[src/logic/mci_pkg.sv]
`default_nettype none

package mci_pkg;

    //////////////////////////////
    // Widths with a meaning
    //////////////////////////////

    // Byte address of a request
    typedef logic [23:0] addr_t;
    // Read and write data word
    typedef logic [31:0] data_t;
    // Request user field, also the strap format
    typedef logic [7:0] user_t;

    // Bytes per KB
    localparam int kb = 1024;

    //////////////////////////////
    // Address map
    //////////////////////////////

    // Register block, 4 KB
    localparam addr_t csr_start = 24'h00_0000;
    localparam addr_t csr_end = 24'h00_0FFF;

    // Trace buffer
    localparam addr_t trace_start = 24'h01_0000;
    localparam addr_t trace_end = 24'h01_00FF;

    // Mailboxes, one window each
    localparam addr_t mbox0_start = 24'h40_0000;
    localparam addr_t mbox0_end = 24'h40_00FF;
    localparam addr_t mbox1_start = 24'h80_0000;
    localparam addr_t mbox1_end = 24'h80_00FF;

    // Local SRAM, sized in KB
    localparam int sram_size_kb = 4;
    localparam addr_t sram_start = 24'hC0_0000;
    localparam addr_t sram_end = addr_t'(sram_start + sram_size_kb * kb - 1);

    //////////////////////////////
    // Target sizes and offsets
    //////////////////////////////

    localparam int trace_depth = 16;
    localparam int mbox_words = 16;
    localparam int sram_words = sram_size_kb * kb / 4;

    // Index widths follow the sizes
    typedef logic [$clog2(trace_depth)-1:0] trace_ptr_t;
    typedef logic [$clog2(mbox_words)-1:0] mbox_idx_t;
    typedef logic [$clog2(sram_words)-1:0] sram_idx_t;

    // Register block offsets
    localparam logic [11:0] csr_id_off = 12'h000;
    localparam logic [11:0] csr_scratch_off = 12'h004;
    localparam logic [11:0] csr_config_off = 12'h008;

    // Offsets inside trace and mailbox windows
    localparam logic [7:0] trace_ptr_off = 8'h00;
    localparam logic [7:0] mbox_lock_off = 8'h00;
    localparam logic [7:0] mbox_release_off = 8'h04;
    // First array word in both
    localparam logic [7:0] entry_base = 8'h40;

    // "MCI1" in ASCII
    localparam data_t mci_id_value = 32'h4D43_4931;

    // SRAM read sequencing
    typedef enum logic {
        sram_idle,
        sram_read_wait
    } sram_state_e;

endpackage

`default_nettype wire

[src/logic/mci_mailbox.sv]
`timescale 1ns/1ps
`default_nettype none

module mci_mailbox (
    input logic clk,
    input logic reset,
    input logic mbox_dv,
    input mci_pkg::addr_t req_addr,
    input logic req_write,
    input mci_pkg::data_t req_wdata,
    input logic mcu_priv,
    output mci_pkg::data_t mbox_rdata,
    output logic mbox_hold,
    output logic mbox_error
);

    mci_pkg::data_t words [mci_pkg::mbox_words];
    // Set while someone owns the mailbox
    logic lock;
    logic [7:0] offset;
    mci_pkg::mbox_idx_t idx;
    logic lock_sel;
    logic release_sel;
    logic data_sel;
    logic data_ok;

    assign offset = req_addr[7:0];
    assign idx = offset[2 +: $bits(mci_pkg::mbox_idx_t)];
    assign lock_sel = (offset == mci_pkg::mbox_lock_off);
    assign release_sel = (offset == mci_pkg::mbox_release_off);
    assign data_sel = (offset >= mci_pkg::entry_base) &&
                      (offset < mci_pkg::entry_base + 4 * mci_pkg::mbox_words);

    // Data needs a held lock and an MCU user
    assign data_ok = lock & mcu_priv;

    assign mbox_hold = 1'b0;
    assign mbox_error = mbox_dv & data_sel & ~data_ok;

    // A lock read acquires it and a write of 1 frees it
    always_ff @(posedge clk) begin
        if (reset) begin
            lock <= 1'b0;
        end else if (mbox_dv && !req_write && lock_sel) begin
            lock <= 1'b1;
        end else if (mbox_dv && req_write && release_sel && req_wdata[0]) begin
            lock <= 1'b0;
        end
    end

    // Refused data writes are dropped
    always_ff @(posedge clk) begin
        if (mbox_dv && req_write && data_sel && data_ok) begin
            words[idx] <= req_wdata;
        end
    end

    // Lock read shows the state before acquiring
    always_comb begin
        mbox_rdata = '0;
        if (lock_sel) begin
            mbox_rdata = mci_pkg::data_t'(lock);
        end else if (data_sel && data_ok) begin
            mbox_rdata = words[idx];
        end
    end

endmodule

`default_nettype wire

[config.mk]
export PLATFORM = sky130hd
export DESIGN_NAME = mci_mailbox
export DESIGN_NICKNAME = d
export VERILOG_FILES = /design/src/logic/mci_pkg.sv /design/src/logic/mci_mailbox.sv
export SDC_FILE = /design/constraint.sdc
export NUM_CORES = 1
export LEC_CHECK = 0
export BUFFER_PORTS_ARGS = -buffer_cell sky130_fd_sc_hd__buf_2
export CAP_MARGIN = 15
export CORE_AREA = 4 4 182 184
export CTS_BUF_LIST = sky130_fd_sc_hd__clkbuf_4 sky130_fd_sc_hd__clkbuf_8
export DETAILED_ROUTE_END_ITERATION = 10
export DIE_AREA = 0 0 186 188
export PLACE_DENSITY_LB_ADDON = 0.25
export SLEW_MARGIN = 40
export SYNTH_ARGS = -nofsm -noshare
export SYNTH_HDL_FRONTEND = slang
export SYNTH_SLANG_ARGS = --single-unit
[constraint.sdc]
create_clock -name clk -period 3.3 [get_ports clk]
set_input_delay 0.495 -clock clk [delete_from_list [all_inputs] [get_ports clk]]
set_output_delay 0.495 -clock clk [all_outputs]
set_load 0.01 [all_outputs]
==> run summary, run 1 <==
Status: completed
1st-pass router iterations: 5
First-pass GRT wire length: 60500 um
Total power: 12.6 mW
Mapped Area: 19600 um2
Yosys top cell by area: edfxtp_1
Placed Area: 20900 um2
Slew HR: 43.4%
WL per Instance: 27.8 um
FFs w/ async S/R, synth: 0%
Syn Area/Cell: 23.8 um2
Die height: 188 um
Pleak: 7.36 nW
Layout cells sized above 1: 37.9%
Max Buffers Root-to-Sink: 3
Via total after detailed routing: 9161
Crit path launch type: primary input
Fin nets: 1047
Non-Filler Instances: 1442
Clk_lat worst skew: 600 ps
PostCTS Resize Cnt: 0
Routed Antenna Nets: 0
Synth-to-Final Area Change: 14.2%
Fin. Hold Viols: 0
GR Util All Layers: 23.7%
Clock sinks: 513
Worst hold-check path type: in -> reg
Mapped Cells: 825
DR DRC count: 0
Global placer's final weighted congestion: 0.728
Final period utilization: 88.0%
TritonCTS Buffers: 78
Row cnt: 65
Postcts setup bufs: 0
Final min period: 2900 ps
Ranking of synthesized cells by area: edfxtp_1 (78%), mux4_2 (15%), mux2i_1 (3.3%), o22ai_1 (0.99%), buf_2 (0.59%)
Share of Yosys cell area claimed by the top area cell type: 78.4%
FMAX: 0.345 GHz
PwrDens: 565 nW/um2
Syn_nets: 886
Finished Cell Area: 22400 um2
Core area: 31400 um2
Worst-path clk slew: 60 ps
Tightest Pin Transition: 849 ps
WP data arrival: 2410 ps
Pin count of the biggest net entering global routing: 57
Syn. warnings: 0
Critical Path End Type: output port
I/O pin total: 95
TNS Setup: 0 ps
DP Cell Count: 1308
Pre-CTS WS: 390 ps
Synth top cells by count: edfxtp_1 (512), mux4_2 (128), mux2i_1 (64)
H-tree depth: 3
Total wire length: 40100 um
Worst setup margin: 397 ps
Min Hold Slack: 98.8 ps
Remaining Overflow, GRT: 0
Final Skew: 26.8 ps
Cts hold-fix bufs: 0
Die extent in x: 186 um
Cell variety after synth: 27
TritonCTS clock tree: yes
Port Buf Inserts: 77
Die ar.: 35000 um2
Setup violators final: 0
Initial antenna violation count: 2
Number of synthesized register bits: 513
Number of synthesized flops with an enable pin: 512
Finished Core Util: 71.3%
Critical path type: in -> out
Clk root buf: clkbuf_8
Detailed router's first-iteration violation count: 856
Crit path required time: 2800 ps
VDD IR max: 487 uV
Fin. max-slew vios: 0
Detail Placement HPWL: 22300 um
Vias per cell: 6.35
Main flop type after synthesis: edfxtp_1
Register area share after synthesis: 78.5%
Vias in the first global route: 9733
RSZ-0062 raised after global routing: false
Initial Util: 62.4%
Most instantiated library cell after synthesis: edfxtp_1
Max-cap violations: 0
Crit Path Max Fanout: 56
[per-layer routing]
layer,part of all wire [%],track usage (%),wire [um],vias to the layer above
met5,0.067,0,27,-
met4,2.0,6.05,793,4
met2,53,40.1,21200,353
met3,5.7,4.81,2300,66
met1,39,32.1,15800,4868
li1,-,-,-,3870
[flip-flops by register name (all words and copies together), names as in the netlist]
register and cells:
words 512, lock 1
[placed cells by master, fill, tap and decap left out, types with 2 or more instances in the layout]
cell          n
nor2_4       16
buf_12       11
nand3b_1      2
nor2_1        2
mux4_2      128
diode_2       2
nand4b_1      2
clkbuf_8     83
clkinvlp_4    2
clkinv_1     14
o22ai_1      31
buf_4        42
buf_2        74
nand2b_1      2
clkinv_2     10
mux2i_1      64
clkbuf_4     19
bufinv_16     3
nand2_1       4
edfxtp_1    512
[worst max-delay path: stages]
cell     delay (ps)
buf_4           630
buf_4           390
mux4_2          340
mux2i_1         210
o22ai_1         130
buf_2           190
[final timing paths]
check | start | cells past startpoint | endpoint | slack, ps
hold reg to reg | lock | 2 | lock | 570
hold / removal | reset | 2 | lock | 100
setup reg to reg | lock | 5 | words[8][13] | 980
setup / recovery | req_addr[3] | 6 | mbox_rdata[31] | 400
[power by group]
| group | total [mW] | switching, mW | leakage (nW) | internal (mW) |
|---|---|---|---|---|
| Combinational | 0.464 | 0.252 | 1.96 | 0.212 |
| Sequential | 7.16 | 0.0000183 | 4.61 | 7.16 |
| Clock | 5.01 | 2.26 | 0.789 | 2.74 |
[cell families after synthesis]
group	after synthesis	synth area share, %
AND/OR/NAND/NOR	36	0.938
multiplexers	192	18.0
other	1	0.0191
flip-flops	513	78.5
AO/OA/AOI/OAI	36	1.16
buffers and inverters	47	1.37
[layout make-up]
type	count	area (um2)
Tap cell	402	503
Multi-Input combinational cell	265	4060
Fill cell	1820	9010
Antenna cell	2	5.00
Clock inverter	31	225
Sequential cell	513	15400
Timing Repair Buffer	128	920
Clock buffer	101	1270
Power figures use the tool's default switching activity.
==> run 2, diff against run 1 <==
--- a/config.mk
+++ b/config.mk
@@ -7,10 +7,12 @@
 export LEC_CHECK = 0
 export BUFFER_PORTS_ARGS = -buffer_cell sky130_fd_sc_hd__buf_2
 export CAP_MARGIN = 15
-export CORE_AREA = 4 4 182 184
+export CELL_PAD_IN_SITES_DETAIL_PLACEMENT = 0
+export CELL_PAD_IN_SITES_GLOBAL_PLACEMENT = 1
+export CORE_AREA = 4 4 191 193
 export CTS_BUF_LIST = sky130_fd_sc_hd__clkbuf_4 sky130_fd_sc_hd__clkbuf_8
 export DETAILED_ROUTE_END_ITERATION = 10
-export DIE_AREA = 0 0 186 188
+export DIE_AREA = 0 0 195 197
 export PLACE_DENSITY_LB_ADDON = 0.25
 export SLEW_MARGIN = 40
 export SYNTH_ARGS = -nofsm -noshare
==> run 2 against run 1 <==
Compared with the run above:
- sequential power about the same
- total power up 2.2%
- flip-flop and latch count unchanged
- worst hold slack worse by 36 ps
- global-route usage down 2.0 points
- final cell count up 3.9%
- utilization down 6.1 points
- count of clock-buffer cells in the layout up 6
- critical path depth unchanged
==> run summary, run 2 (synthesized netlist as in run 1, its figures left out) <==
Fin nets: 1042 (was 1047)
Detail Placement HPWL: 22300 um (about the same)
Critical path type: in -> out (unchanged)
Fin. Hold Viols: 0 (unchanged)
Max reg flops: 512 (unchanged)
Worst-case reg-to-reg path depth: 5 (unchanged)
TritonCTS clock tree: yes (unchanged)
Layout cells sized above 1: 37.8% (was 37.9%)
Pleak: 7.39 nW (was 7.36 nW)
Die extent in x: 195 um (was 186 um)
Initial antenna violation count: 2 (unchanged)
H-tree depth: 3 (unchanged)
Cts hold-fix bufs: 0 (unchanged)
First-pass GRT wire length: 61300 um (was 60500 um)
Vias per cell: 6.13 (was 6.35)
Clk_lat worst skew: 600 ps (about the same)
Switching power: 2.58 mW (was 2.52 mW)
ANT cells: 0 (was 2)
Detailed router's first-iteration violation count: 924 (was 856)
Delay of the slowest critical-path stage: 510 ps (was 630 ps)
Seq pwr share: 55.5% (was 56.7%)
FF-to-FF End: words[5][7] (was words[8][13])
Min-Delay Path Depth: 2 (unchanged)
Fill cell total of the finished layout: 2230 (was 1820)
Worst-path clk slew: 60 ps (about the same)
DP Cell Count: 1356 (was 1308)
PwrDens: 573 nW/um2 (was 565 nW/um2)
WL per Instance: 27.3 um (was 27.8 um)
R2r startpoint: lock (unchanged)
Setup violators final: 0 (unchanged)
Initial Util: 56.7% (was 62.4%)
Fin. max-slew vios: 0 (unchanged)
Synth-to-Final Area Change: 14.9% (was 14.2%)
Clk pwr share: 40.9% (was 39.6%)
Most common cell after layout, fill and taps aside: edfxtp_1 (unchanged)
Clock sinks: 513 (unchanged)
Postcts setup bufs: 0 (unchanged)
WP data arrival: 2370 ps (was 2410 ps)
Min Hold Slack: 62.6 ps (was 98.8 ps)
PostCTS Resize Cnt: 0 (unchanged)
Routed Antenna Nets: 0 (unchanged)
DR DRC count: 0 (unchanged)
Remaining Overflow, GRT: 0 (unchanged)
Crit Path Max Fanout: 45 (was 56)
Global placer's final weighted congestion: 0.741 (was 0.728)
Critical Path Start: req_addr[2] (was req_addr[3])
Status: completed (unchanged)
Finished Cell Area: 22500 um2 (was 22400 um2)
Hold EP: lock (unchanged)
Total wire length: 40900 um (was 40100 um)
GR Util All Layers: 21.7% (was 23.7%)
Register with the most flip-flops: words (unchanged)
RSZ-0062 raised after global routing: false (unchanged)
Tightest Pin Transition: 791 ps (was 849 ps)
Pre-CTS WS: 402 ps (was 390 ps)
Finished Core Util: 65.2% (was 71.3%)
Row cnt: 68 (was 65)
TNS Setup: 0 ps (unchanged)
FMAX: 0.349 GHz (was 0.345 GHz)
Max Buffers Root-to-Sink: 3 (unchanged)
Port Buf Inserts: 77 (unchanged)
Internal Power: 10.3 mW (was 10.1 mW)
Final Skew: 22.4 ps (was 26.8 ps)
Multi-input gate area: 4060 um2 (unchanged)
Worst setup margin: 433 ps (was 397 ps)
Slew HR: 47.3% (was 43.4%)
Crit path launch type: primary input (unchanged)
CP max-delay cell: mux4_2 (was buf_4)
Die height: 197 um (was 188 um)
Critical Path End Type: output port (unchanged)
Crit path required time: 2800 ps (about the same)
TritonCTS Buffers: 78 (unchanged)
Non-Filler Instances: 1498 (was 1442)
Commonest non-fill, non-tap cells in the layout: edfxtp_1 (512), mux4_2 (128), clkbuf_8 (81), buf_2 (74), mux2i_1 (64) (was edfxtp_1 (512), mux4_2 (128), clkbuf_8 (83), buf_2 (74), mux2i_1 (64))
Total power: 12.9 mW (was 12.6 mW)
Sw frac: 20.0% (was 19.9%)
Vias in the first global route: 9625 (was 9733)
Reg2Reg Setup Slack: 910 ps (was 980 ps)
Worst hold-check path type: in -> reg (unchanged)
VDD IR max: 658 uV (was 487 uV)
FF+latch area: 15400 um2 (unchanged)
Die ar.: 38400 um2 (was 35000 um2)
Placed Area: 20900 um2 (about the same)
Critical path, cell by cell: clkbuf_8 > buf_4 > mux4_2 > mux2i_1 > o22ai_1 > buf_2 (was buf_4 > buf_4 > mux4_2 > mux2i_1 > o22ai_1 > buf_2)
I/O pin total: 95 (unchanged)
Final period utilization: 86.9% (was 88.0%)
Largest registers: words: 512 flops, lock: 1 flops (unchanged)
Core area: 34500 um2 (was 31400 um2)
Pin count of the biggest net entering global routing: 50 (was 57)
Max-cap violations: 0 (unchanged)
Final min period: 2870 ps (was 2900 ps)
Hold path startpoint: reset (unchanged)
1st-pass router iterations: 7 (was 5)
Part of the power in combinational logic: 3.6% (was 3.7%)
Via total after detailed routing: 9178 (was 9161)
Clk root buf: clkbuf_8 (unchanged)
==> run 2: changes by cell type in the layout (fill, tap and decap cells not counted) <==
cell and delta:
clkbuf_4 +8, buf_4 -7, clkinv_1 +4, buf_12 +2
bufinv_16 +2, clkbuf_8 -2, clkinv_2 -2, diode_2 -2
clkinv_4 -1, clkinvlp_4 +1
==> run 2: worst max path at each step <==
stage	end	slack, ps	cells past startpoint
2_1_floorplan	words[14][0]	260	5
3_3_place_gp	mbox_rdata[19]	450	6
3_5_place_dp	mbox_rdata[31]	400	6
4_1_cts	mbox_rdata[31]	400	6
5_1_grt	mbox_rdata[19]	280	6
6_report	mbox_rdata[31]	430	6
==> run 2: cell type report <==
cell class | instances | area share [%]
multi-input cells | 265 | 18.0
clock inverters | 35 | 1.28
repair buffers | 123 | 4.03
flip-flops and latches | 513 | 68.3
clock buffers | 107 | 5.79
well taps | 455 | 2.53
==> run 2: power by group through the flow <==
stage          Clock (mW)  Combinational (mW)  Sequential, mW
6_report             5.28               0.471            7.16
2_1_floorplan           0               0.301            7.30
3_5_place_dp            0               0.476            7.30
3_3_place_gp            0               0.450            7.30
5_1_grt              5.74               0.513            7.16
4_1_cts              5.39               0.476            7.16
==> run 2: layer usage <==
layer / track usage [%] / vias up / wire length [um]
li1: - / 3865 / -
met2: 35.0 / 366 / 20400
met1: 30.8 / 4873 / 16900
met3: 4.70 / 70 / 2880
met4: 5.95 / 4 / 745
met5: 0 / - / 26
==> run 2: critical path, delay by kind of cell <==
kind,cells,cell delay (ps)
compound gates,1,150
buf+inv,3,910
mux,2,780
==> run 3, diff against run 2 <==
--- a/config.mk
+++ b/config.mk
@@ -9,10 +9,10 @@
 export CAP_MARGIN = 15
 export CELL_PAD_IN_SITES_DETAIL_PLACEMENT = 0
 export CELL_PAD_IN_SITES_GLOBAL_PLACEMENT = 1
-export CORE_AREA = 4 4 191 193
+export CORE_AREA = 4 4 204 206
 export CTS_BUF_LIST = sky130_fd_sc_hd__clkbuf_4 sky130_fd_sc_hd__clkbuf_8
 export DETAILED_ROUTE_END_ITERATION = 10
-export DIE_AREA = 0 0 195 197
+export DIE_AREA = 0 0 208 210
 export PLACE_DENSITY_LB_ADDON = 0.25
 export SLEW_MARGIN = 40
 export SYNTH_ARGS = -nofsm -noshare
==> run 3 against run 2 <==
Compared with the run above:
- die area up 14%
- utilization decreased by 8.1 points
- setup slack better by 54 ps
- sequential power barely moved
- routed wire length is 1.1% lower
- critical path type unchanged
- total power shrank 1.6%
- design area increased by 0.46%
- first-iteration DRC count is 18% lower
- register-to-register slack better by 90 ps
- largest power group unchanged
- flip-flop and latch count unchanged
- critical path depth is the same
- fmax grew 1.9%
==> run summary, run 3 (synthesized netlist as in run 1, its figures left out) <==
Status: completed (unchanged)
Critical path type: in -> out (unchanged)
Crit path launch type: primary input (unchanged)
Final period utilization: 85.2% (was 86.9%)
Worst-path clk slew: 60 ps (about the same)
Detailed router's first-iteration violation count: 762 (was 924)
Critical Path End Type: output port (unchanged)
Die extent in x: 208 um (was 195 um)
FMAX: 0.356 GHz (was 0.349 GHz)
Final min period: 2810 ps (was 2870 ps)
Multi-input gate area: 4060 um2 (unchanged)
Vias per cell: 5.74 (was 6.13)
First-pass GRT wire length: 60500 um (was 61300 um)
TritonCTS clock tree: yes (unchanged)
TritonCTS Buffers: 83 (was 78)
1st-pass router iterations: 5 (was 7)
Setup violators final: 0 (unchanged)
VDD IR max: 396 uV (was 658 uV)
FF+latch area: 15400 um2 (unchanged)
Synth-to-Final Area Change: 15.4% (was 14.9%)
Largest registers: words: 512 flops, lock: 1 flops (unchanged)
Slew HR: 44.7% (was 47.3%)
WP data arrival: 2320 ps (was 2370 ps)
I/O pin total: 95 (unchanged)
Max reg flops: 512 (unchanged)
GR Util All Layers: 18.5% (was 21.7%)
Via total after detailed routing: 9036 (was 9178)
Initial Util: 49.5% (was 56.7%)
Delay of the slowest critical-path stage: 510 ps (about the same)
Layout cells sized above 1: 37.5% (was 37.8%)
Detail Placement HPWL: 21600 um (was 22300 um)
Commonest non-fill, non-tap cells in the layout: edfxtp_1 (512), mux4_2 (128), clkbuf_8 (85), buf_2 (74), mux2i_1 (64) (was edfxtp_1 (512), mux4_2 (128), clkbuf_8 (81), buf_2 (74), mux2i_1 (64))
Global placer's final weighted congestion: 0.733 (was 0.741)
Final Skew: 16.5 ps (was 22.4 ps)
Clk_lat worst skew: 610 ps (was 600 ps)
Worst hold-check path type: in -> reg (unchanged)
Port Buf Inserts: 77 (unchanged)
Pin count of the biggest net entering global routing: 66 (was 50)
Register with the most flip-flops: words (unchanged)
CP max-delay cell: mux4_2 (unchanged)
Clk root buf: clkbuf_8 (unchanged)
Routed Antenna Nets: 0 (unchanged)
Total wire length: 40500 um (was 40900 um)
Total power: 12.7 mW (was 12.9 mW)
Max-cap violations: 0 (unchanged)
Fin nets: 1047 (was 1042)
PostCTS Resize Cnt: 0 (unchanged)
Critical path, cell by cell: clkbuf_8 > buf_12 > mux4_2 > mux2i_1 > o22ai_1 > buf_2 (was clkbuf_8 > buf_4 > mux4_2 > mux2i_1 > o22ai_1 > buf_2)
TNS Setup: 0 ps (unchanged)
H-tree depth: 3 (unchanged)
Vias in the first global route: 9519 (was 9625)
PwrDens: 561 nW/um2 (was 573 nW/um2)
Initial antenna violation count: 3 (was 2)
Remaining Overflow, GRT: 0 (unchanged)
Tightest Pin Transition: 829 ps (was 791 ps)
Max Buffers Root-to-Sink: 3 (unchanged)
DR DRC count: 0 (unchanged)
WL per Instance: 25.7 um (was 27.3 um)
Fin. Hold Viols: 0 (unchanged)
Clock sinks: 513 (unchanged)
Fin. max-slew vios: 0 (unchanged)
Die ar.: 43700 um2 (was 38400 um2)
RSZ-0062 raised after global routing: false (unchanged)
Core area: 39600 um2 (was 34500 um2)
Die height: 210 um (was 197 um)
Fill cell total of the finished layout: 2948 (was 2230)
Pleak: 7.36 nW (was 7.39 nW)
Crit path required time: 2800 ps (about the same)
Most common cell after layout, fill and taps aside: edfxtp_1 (unchanged)
Crit Path Max Fanout: 36 (was 45)
Row cnt: 73 (was 68)
## run 3: cell types whose count changed in the layout (fill, tap and decap cells not counted), sizes merged
cell / previous run / this run
buf: 122 / 121
bufinv: 5 / 0
clkbuf: 108 / 115
clkinv: 26 / 27
clkinvlp: 3 / 5
diode: 0 / 2
dlygate4sd3: 0 / 1
## run 3: repair_timing
| item | 4_1_cts | 5_1_grt |
|---|---|---|
| setup buffers | 0 | 0 |
| hold buffers | 1 | 0 |
| setup endpoints to repair | 0 | 0 |
| endpoints found under the hold margin | 1 | 0 |
## run 3: final timing paths
path               startpoint       endpoint  slack (ps)  depth (start not counted)
setup / recovery  req_addr[2]  mbox_rdata[3]         490                          6
hold / removal      req_write           lock          70                          2
setup reg to reg         lock  words[14][15]        1000                          5
hold reg to reg          lock           lock         560                          2
## run 3: where the power goes
part           switching (mW)  internal (mW)  leakage, nW
combinational           0.261          0.218         1.96
sequential          0.0000176           7.17         4.61
clock                    2.36           2.70        0.799
total                    2.62           10.1         7.36
## run 3: through the flow
stage	cell area, um2	util, %	setup slack, ps	hold slack, ps	instances
after CTS	22600	57.1	447	26.6	1573
after global routing	22600	57.1	344	45.2	1573
after floorplan	19600	-	262	499	825
after detailed placement	21100	53.2	449	548	1425
after global placement	21100	53.2	408	542	1425
final	22600	57.1	487	72.7	1575
## run 3: layout make-up
| class | instances | share of cell area [%] |
|---|---|---|
| Sequential cell | 513 | 68.0 |
| Multi-Input combinational cell | 265 | 17.9 |
| Clock buffer | 114 | 6.10 |
| Timing Repair Buffer | 123 | 4.31 |
| Tap cell | 525 | 2.90 |
| Clock inverter | 33 | 0.675 |
| Antenna cell | 2 | 0.0221 |
## run 3: metal layers
layer  share of wire (%)  GRT usage (%)
met1                  44           27.5
met2                  48           28.9
met3                 6.5           3.65
met4                 1.3           4.85
met5               0.032              0
## run 3: worst max-delay path, delay by kind of cell
kind	cells	cell delay (ps)
buffers and inverters	3	850
AO/OA/AOI/OAI	1	120
multiplexers	2	800
